File: config.mk
export PLATFORM = sky130hd
export DESIGN_NAME = macUnit
export DESIGN_NICKNAME = d
export VERILOG_FILES = /design/src/design/macPkg.sv /design/src/design/wishboneLink.sv /design/src/design/accumulateCombiner.sv /design/src/design/macUnit.sv /design/src/design/partialProductGen.sv /design/src/design/productQueue.sv
export VERILOG_INCLUDE_DIRS = /design/src /design/src/include
export SDC_FILE = /design/constraint.sdc
export NUM_CORES = 2
export LEC_CHECK = 0
export ABC_AREA = 1
export BUFFER_PORTS_ARGS = -buffer_cell sky130_fd_sc_hd__buf_2
export CELL_PAD_IN_SITES_DETAIL_PLACEMENT = 0
export CELL_PAD_IN_SITES_GLOBAL_PLACEMENT = 2
export CORE_AREA = 2 2 472 474
export DETAILED_ROUTE_END_ITERATION = 12
export DIE_AREA = 0 0 474 476
export GPL_ROUTABILITY_DRIVEN = 0
export PLACE_DENSITY_LB_ADDON = 0.1
export SLEW_MARGIN = 20
export SYNTH_ARGS = -nofsm -noshare
export SYNTH_HDL_FRONTEND = slang
export SYNTH_SLANG_ARGS = --single-unit
File: constraint.sdc
create_clock -name Clock -period 23.7 [get_ports Clock]
set_input_delay 4.74 -clock Clock [delete_from_list [all_inputs] [get_ports Clock]]
set_output_delay 4.74 -clock Clock [all_outputs]
set_load 0.005 [all_outputs]
File: src/include/mac_config.svh
// Multiply-accumulate unit configuration
// Operand and digit widths for the split multiplier, plus the depth of
// the product queue between the producer and the accumulate stage

`ifndef MAC_CONFIG_SVH
`define MAC_CONFIG_SVH

// Operand width of A and B
`define MAC_DATA_WIDTH 32

// Digit width used for the partial products
`define MAC_DIGIT_WIDTH 8

// Digits per operand
`define MAC_DIGITS 4

// Entries in the product queue
`define MAC_QUEUE_DEPTH 4

`endif
File: src/design/macPkg.sv
// Multiply-accumulate package
// Operation codes and the partial-product payload that travels from the
// partial-product generator through the queue to the accumulate stage

`default_nettype none

`include "mac_config.svh"

package macPkg;

    // Width of one digit-by-digit product
    localparam int ProductWidth = 2 * `MAC_DIGIT_WIDTH;

    // One product per digit pair
    localparam int PairCount = `MAC_DIGITS * `MAC_DIGITS;

    // Leading counts run 0 to MAC_DATA_WIDTH inclusive
    localparam int CountWidth = $clog2(`MAC_DATA_WIDTH + 1);

    // Full product and accumulator
    localparam int AccWidth = 2 * `MAC_DATA_WIDTH;

    //----------------------------------------------------------------------
    // Operations
    //----------------------------------------------------------------------
    typedef enum logic [1:0] {
        MultU      = 2'd0,
        MAddU      = 2'd1,
        CountZeros = 2'd2,
        CountOnes  = 2'd3
    } macOp_t;

    //----------------------------------------------------------------------
    // Payload between producer and consumer
    //----------------------------------------------------------------------
    // partials[i*MAC_DIGITS + j] holds digit i of A times digit j of B
    typedef struct packed {
        macOp_t                                   op;
        logic [PairCount-1:0][ProductWidth-1:0]   partials;
        logic [CountWidth-1:0]                    count;
    } partialSet_t;

endpackage

`default_nettype wire

File: src/design/wishboneLink.sv
// Wishbone classic link
// Carries one partial-product payload per transfer between two blocks
// inside the multiply-accumulate unit

`default_nettype none

interface wishboneLink import macPkg::*; ();

    logic        cyc;
    logic        stb;
    logic        we;
    partialSet_t datW;
    partialSet_t datR;
    logic        ack;

    // Initiator side
    modport master (
        output cyc,
        output stb,
        output we,
        output datW,
        input  datR,
        input  ack
    );

    // Target side
    modport slave (
        input  cyc,
        input  stb,
        input  we,
        input  datW,
        output datR,
        output ack
    );

endinterface

`default_nettype wire

File: src/design/accumulateCombiner.sv
// Column-sum and accumulate stage
// Reads partial-product payloads from the queue, adds them by column
// into the 64-bit product, then applies the operation to the accumulator
// and holds the result until it is taken

`default_nettype none

`include "mac_config.svh"

module accumulateCombiner import macPkg::*; (
    input  wire                 Clock,
    input  wire                 nReset,
    wishboneLink.master         pop,
    input  wire                 resultReady,
    output logic                resultValid,
    output logic [AccWidth-1:0] result
);

    localparam int DigitWidth = `MAC_DIGIT_WIDTH;
    localparam int Digits     = `MAC_DIGITS;

    logic [AccWidth-1:0]   productSum;
    logic                  readDone;

    logic                  s1Valid;
    macOp_t                s1Op;
    logic [AccWidth-1:0]   s1Product;
    logic [CountWidth-1:0] s1Count;
    logic                  s1Advance;

    logic [AccWidth-1:0]   accumulator;
    logic [AccWidth-1:0]   accSum;

    //----------------------------------------------------------------------
    // Read side
    //----------------------------------------------------------------------
    // Request only while stage one is empty, so stb holds until ack
    assign pop.cyc  = !s1Valid;
    assign pop.stb  = !s1Valid;
    assign pop.we   = 1'b0;
    assign pop.datW = '0;

    assign readDone = pop.stb && pop.ack;

    // Column i+j sits at a shift of DigitWidth*(i+j), 0 up to 48
    always_comb begin
        productSum = '0;
        for (int i = 0; i < Digits; i++) begin
            for (int j = 0; j < Digits; j++) begin
                productSum = productSum +
                    (AccWidth'(pop.datR.partials[i*Digits + j]) << (DigitWidth * (i + j)));
            end
        end
    end

    //----------------------------------------------------------------------
    // Stage one
    //----------------------------------------------------------------------
    assign s1Advance = s1Valid && (!resultValid || resultReady);

    always_ff @(posedge Clock or negedge nReset) begin
        if (!nReset)
            s1Valid <= 1'b0;
        else if (readDone)
            s1Valid <= 1'b1;
        else if (s1Advance)
            s1Valid <= 1'b0;
    end

    always_ff @(posedge Clock) begin
        if (readDone) begin
            s1Op      <= pop.datR.op;
            s1Product <= productSum;
            s1Count   <= pop.datR.count;
        end
    end

    //----------------------------------------------------------------------
    // Stage two
    //----------------------------------------------------------------------
    // Wraps modulo 2^64
    assign accSum = accumulator + s1Product;

    always_ff @(posedge Clock or negedge nReset) begin
        if (!nReset) begin
            resultValid <= 1'b0;
            accumulator <= '0;
        end else if (s1Advance) begin
            resultValid <= 1'b1;
            case (s1Op)
                MultU:   accumulator <= s1Product;
                MAddU:   accumulator <= accSum;
                default: accumulator <= accumulator;
            endcase
        end else if (resultReady) begin
            resultValid <= 1'b0;
        end
    end

    always_ff @(posedge Clock) begin
        if (s1Advance) begin
            case (s1Op)
                MultU:   result <= s1Product;
                MAddU:   result <= accSum;
                default: result <= AccWidth'(s1Count);
            endcase
        end
    end

    // Stalled result keeps its value
    assert property (@(posedge Clock) disable iff (!nReset)
        resultValid && !resultReady |=> resultValid && $stable(result));

endmodule

`default_nettype wire

File: src/design/macUnit.sv
// Multiply-accumulate unit, top level
// Unsigned 32x32 multiply, multiply-accumulate into a 64-bit register and
// leading zero/one count. Operations enter and results leave on plain
// valid/ready pairs, in acceptance order

`default_nettype none

`include "mac_config.svh"

module macUnit import macPkg::*; (
    input  wire                        Clock,
    input  wire                        nReset,
    input  wire                        opValid,
    input  wire macOp_t                opCode,
    input  wire [`MAC_DATA_WIDTH-1:0]  operandA,
    input  wire [`MAC_DATA_WIDTH-1:0]  operandB,
    input  wire                        resultReady,
    output logic                       opReady,
    output logic                       resultValid,
    output logic [AccWidth-1:0]        result
);

    // Generator to queue, and queue to accumulate stage
    wishboneLink pushLink ();
    wishboneLink popLink ();

    partialProductGen producer (
        .Clock    (Clock),
        .nReset   (nReset),
        .opValid  (opValid),
        .opCode   (opCode),
        .operandA (operandA),
        .operandB (operandB),
        .opReady  (opReady),
        .push     (pushLink.master)
    );

    productQueue queue (
        .Clock  (Clock),
        .nReset (nReset),
        .push   (pushLink.slave),
        .pop    (popLink.slave)
    );

    accumulateCombiner consumer (
        .Clock       (Clock),
        .nReset      (nReset),
        .pop         (popLink.master),
        .resultReady (resultReady),
        .resultValid (resultValid),
        .result      (result)
    );

endmodule

`default_nettype wire

File: src/design/partialProductGen.sv
// Partial-product generator
// Accepts an operation and its operands, forms all sixteen 8x8 digit
// products and the leading count of operand A, and writes the result
// as one payload on a Wishbone classic link

`default_nettype none

`include "mac_config.svh"

module partialProductGen import macPkg::*; (
    input  wire                        Clock,
    input  wire                        nReset,
    input  wire                        opValid,
    input  wire macOp_t                opCode,
    input  wire [`MAC_DATA_WIDTH-1:0]  operandA,
    input  wire [`MAC_DATA_WIDTH-1:0]  operandB,
    output logic                       opReady,
    wishboneLink.master                push
);

    localparam int DigitWidth = `MAC_DIGIT_WIDTH;
    localparam int Digits     = `MAC_DIGITS;

    partialSet_t nextSet;
    partialSet_t heldSet;
    logic        holdValid;
    logic        pushDone;

    // Number of leading bits equal to target, scanning from the MSB
    function automatic logic [CountWidth-1:0] leadingCount(
        input logic [`MAC_DATA_WIDTH-1:0] value,
        input logic                       target
    );
        logic [CountWidth-1:0] total;
        logic                  running;
        total   = '0;
        running = 1'b1;
        for (int k = `MAC_DATA_WIDTH - 1; k >= 0; k--) begin
            if (running && (value[k] == target))
                total = total + 1'b1;
            else
                running = 1'b0;
        end
        return total;
    endfunction

    //----------------------------------------------------------------------
    // Digit products and leading count
    //----------------------------------------------------------------------
    always_comb begin
        nextSet.op = opCode;
        for (int i = 0; i < Digits; i++) begin
            for (int j = 0; j < Digits; j++) begin
                nextSet.partials[i*Digits + j] =
                    ProductWidth'(operandA[i*DigitWidth +: DigitWidth]) *
                    ProductWidth'(operandB[j*DigitWidth +: DigitWidth]);
            end
        end
        // Ones are counted for CountOnes only
        nextSet.count = leadingCount(operandA, opCode == CountOnes);
    end

    assign pushDone = push.stb && push.ack;
    assign opReady  = !holdValid || pushDone;

    always_ff @(posedge Clock or negedge nReset) begin
        if (!nReset)
            holdValid <= 1'b0;
        else if (opValid && opReady)
            holdValid <= 1'b1;
        else if (pushDone)
            holdValid <= 1'b0;
    end

    // Payload register
    always_ff @(posedge Clock) begin
        if (opValid && opReady)
            heldSet <= nextSet;
    end

    assign push.cyc  = holdValid;
    assign push.stb  = holdValid;
    assign push.we   = 1'b1;
    assign push.datW = heldSet;

    // Held write stays put until the queue takes it
    assert property (@(posedge Clock) disable iff (!nReset)
        push.stb && !push.ack |=> push.stb && $stable(push.datW));

endmodule

`default_nettype wire

File: src/design/productQueue.sv
// Product queue
// Circular buffer of partial-product payloads between the generator and
// the accumulate stage. Slave on both links: writes arrive on push,
// reads are served from the head entry on pop

`default_nettype none

`include "mac_config.svh"

module productQueue import macPkg::*; (
    input  wire        Clock,
    input  wire        nReset,
    wishboneLink.slave push,
    wishboneLink.slave pop
);

    localparam int Depth      = `MAC_QUEUE_DEPTH;
    localparam int PtrWidth   = $clog2(Depth);
    localparam int CountBits  = $clog2(Depth + 1);

    partialSet_t          entries [Depth];
    logic [PtrWidth-1:0]  wrPtr;
    logic [PtrWidth-1:0]  rdPtr;
    logic [CountBits-1:0] count;
    logic                 full;
    logic                 empty;
    logic                 writeDone;
    logic                 readDone;

    function automatic logic [PtrWidth-1:0] advance(input logic [PtrWidth-1:0] ptr);
        if (ptr == PtrWidth'(Depth - 1))
            return '0;
        return ptr + 1'b1;
    endfunction

    assign full  = (count == CountBits'(Depth));
    assign empty = (count == '0);

    //----------------------------------------------------------------------
    // Handshake
    //----------------------------------------------------------------------
    assign push.ack  = push.cyc && push.stb && push.we && !full;
    assign pop.ack   = pop.cyc && pop.stb && !pop.we && !empty;
    assign pop.datR  = entries[rdPtr];
    // Nothing is read back on the write link
    assign push.datR = '0;

    assign writeDone = push.stb && push.ack;
    assign readDone  = pop.stb && pop.ack;

    always_ff @(posedge Clock or negedge nReset) begin
        if (!nReset) begin
            wrPtr <= '0;
            rdPtr <= '0;
            count <= '0;
        end else begin
            if (writeDone)
                wrPtr <= advance(wrPtr);
            if (readDone)
                rdPtr <= advance(rdPtr);
            if (writeDone && !readDone)
                count <= count + 1'b1;
            else if (readDone && !writeDone)
                count <= count - 1'b1;
        end
    end

    always_ff @(posedge Clock) begin
        if (writeDone)
            entries[wrPtr] <= push.datW;
    end

    // Pointer distance always matches the occupancy count
    assert property (@(posedge Clock) disable iff (!nReset)
        (int'(wrPtr) + Depth - int'(rdPtr)) % Depth == int'(count) % Depth);

endmodule

`default_nettype wire

==> out/metrics.cfg <==
[logic_synthesis]
synth_cell_types=53
syn-instance-count=9942
syn_avg_cell_area_sq_um=10.16
ys_seq_area_frac=0.4510
yosysTopAreaCell=edfxtp_1
ys_async_sr_fraction=0.04837
synth_area_leaders=edfxtp_1 43%, fa_1 14%, ha_1 10%, inv_1 7.0%, nand2_1 6.7%
netlist_area_sq_mm=0.1010
synth_seq_cells=1530
netlist.area_leader.share=0.4327
synth_edf_count=1456
syn_nets=11562
synthFlopType=edfxtp_1
yosysWarnings=0

[critical_path]
reg2reg_depth=34
r2r_end=consumer.s1Product[63]
critical-path-max-stage-delay_ps=610
crit_path_frequent_cell=nand2_1
path_max_fanout=34
path_class=input pin to flop
r2r_start=queue.rdPtr[0]
startpoint_type=input pin
reg2reg_slack_ps=12830
required_ps=24290
arrival_ps=16870
cp-end-kind=flop
critPathSlowestCell=buf_2

[clock_network]
clk_pin_slew_ps=60
cts_max_path_buffers=3
numCtsBuffers=165
cts_resized=0
cts_hold_buffers=0
cts_tree=done
cts_setup_buffers=0
worstSkewPairLatency_ps=840
htreeDepth=4
clock-sinks=1530
clock-root-buffer=clkbuf_16

[sta]
post-route-period-util=0.6871
slew_headroom=0.2374
grt_setup_unrepaired=false
timing.final.hold_violations=0
timing.fmax_mhz=61.41
skew_ps=68.25
maxSlewViolCount=0
fin_crit_ps=16280
tightest_slew_ps=1140
setup_tns_ps=0
finalSetupViolations=0

[final_layout]
fillCellCount=20124
area_growth_pct=9.013
drive_above_1_share=0.06244
seqCellArea_sq_mm=0.04558
nNetsFinal=11529
multi_input_area_sq_mm=0.04674
layout_common_cells=1877 x inv_1, 1793 x nand2_1, 1456 x edfxtp_1
layout_commonest_cell=inv_1

[route]
vias_per_cell=5.193
antenna_left=0
drtPass1Iterations=6
drt-total-wl_um=276400
drc=0
drtIter0Drc=5523
post_drt_wl_per_cell_um=21.22
vias=67647

[worst_hold_path]
hold_path_end=queue.entries[3][173]
hold_start=producer.push.datW[173]
worstHoldPathCells=0
hp-class=flop to flop

[global_route]
antenna_found_initial=63
grt_max_degree=149
grt_use_total=0.2473
grt_pass1_vias=66937
grt_overflow_total=0
grt_pass1_wl_um=416200

[place]
placement.io_buffers=135
place_hpwl_um=189300

[status]
outcome=completed

[die]
core_sq_mm=0.2210
die_w_um=474
start_util=0.4572
dieArea_sq_mm=0.2256
die-height_um=476
rows=173
io_pins=136

[job]
cap_violations=0

-- synth_stat cells, types with 7 or more instances --
| cell | instances |
|---|---|
| nand2_1 | 1793 |
| xor2_1 | 181 |
| a31oi_1 | 16 |
| inv_1 | 1882 |
| a32o_1 | 58 |
| nand2_2 | 35 |
| nor2_2 | 11 |
| a2bb2oi_1 | 45 |
| ha_1 | 833 |
| o21bai_1 | 32 |
| nand3_1 | 187 |
| o21ai_1 | 29 |
| nor2_1 | 664 |
| clkbuf_1 | 418 |
| and2_1 | 10 |
| nor3_1 | 16 |
| fa_1 | 717 |
| xnor2_1 | 86 |
| a211oi_1 | 7 |
| dfrtp_1 | 74 |
| a21boi_0 | 7 |
| o22ai_1 | 206 |
| or2_2 | 25 |
| inv_2 | 20 |
| nand4_1 | 22 |
| nand3_2 | 20 |
| nand3b_1 | 7 |
| a21o_1 | 11 |
| edfxtp_1 | 1456 |
| o211ai_1 | 11 |
| a21oi_1 | 424 |
| o21ai_0 | 580 |
| buf_1 | 16 |
-- worst max-delay path by stage --
stage	cells past startpoint	slack [ps]	end	startpoint
finish	77	7420	producer.push.datW[4]	operandA[29]
global route	77	6120	producer.push.datW[4]	operandA[30]
CTS	77	7420	producer.push.datW[4]	operandA[29]
detailed placement	77	6530	producer.push.datW[4]	operandA[30]
global placement	77	6590	producer.push.datW[4]	operandA[30]
floorplan	78	8360	producer.push.datW[4]	operandA[31]
-- area by class of cell --
| type | instances | area share |
|---|---|---|
| inverter | 1902 | 0.06504 |
| timing repair buffer | 240 | 0.01365 |
| tap | 2975 | 0.03379 |
| clock buffer | 198 | 0.03888 |
| multi-input combinational | 6070 | 0.4243 |
| clock inverter | 101 | 0.01025 |
| sequential | 1530 | 0.4138 |
| antenna | 10 | 0.0002272 |
-- logic make-up after synthesis --
family                     Yosys count  share of synthesized area
xor gates and xnor gates           267                    0.02314
and+or+nand+nor                   2805                     0.1120
buffers and inverters             2342                    0.08716
adders and majority gates         1550                     0.2452
DFF                               1530                     0.4510
AOI/OAI and AO/OA                 1448                    0.08144
-- registers in the layout, indices dropped and copies added (netlist names) --
register,count
consumer.s1Product,64
producer.push.cyc,1
consumer.result,64
producer.push.datW,264
queue.count,3
consumer.accumulator,64
consumer.s1Valid,1
consumer.s1Op,2
queue.wrPtr,2
queue.entries,1056
consumer.resultValid,1
queue.rdPtr,2
consumer.s1Count,6
-- stage by stage --
step	area, sq um	hold slack [ps]	utilization	instances	worst slack [ps]
floorplan	101000	448.3	-	9942	8358
global placement	104700	461.8	0.4737	12717	6591
detailed placement	104700	476.6	0.4737	12717	6527
CTS	110100	445.4	0.4982	13016	7419
global route	110100	469.3	0.4983	13017	6125
finish	110100	453.8	0.4984	13026	7416
-- critical path: cells and delay by family --
family | cells | cell delay [ps]
adder cells (fa/ha/maj) | 16 | 4440
AND/OR/NAND/NOR | 35 | 3500
AO/OA/AOI/OAI | 16 | 2740
buffers and inverters | 8 | 1060
XOR/XNOR | 2 | 360
-- routing by layer --
metal	vias up	track usage	share of wire
li1	32171	-	-
met1	33390	0.3673	0.47
met2	1789	0.3695	0.42
met3	281	0.05375	0.084
met4	16	0.05708	0.020
met5	-	0	0.00030
Power is left out: the tool's default activity adds up to more than one toggle a clock period on the data nets, which glitch-free logic cannot reach.
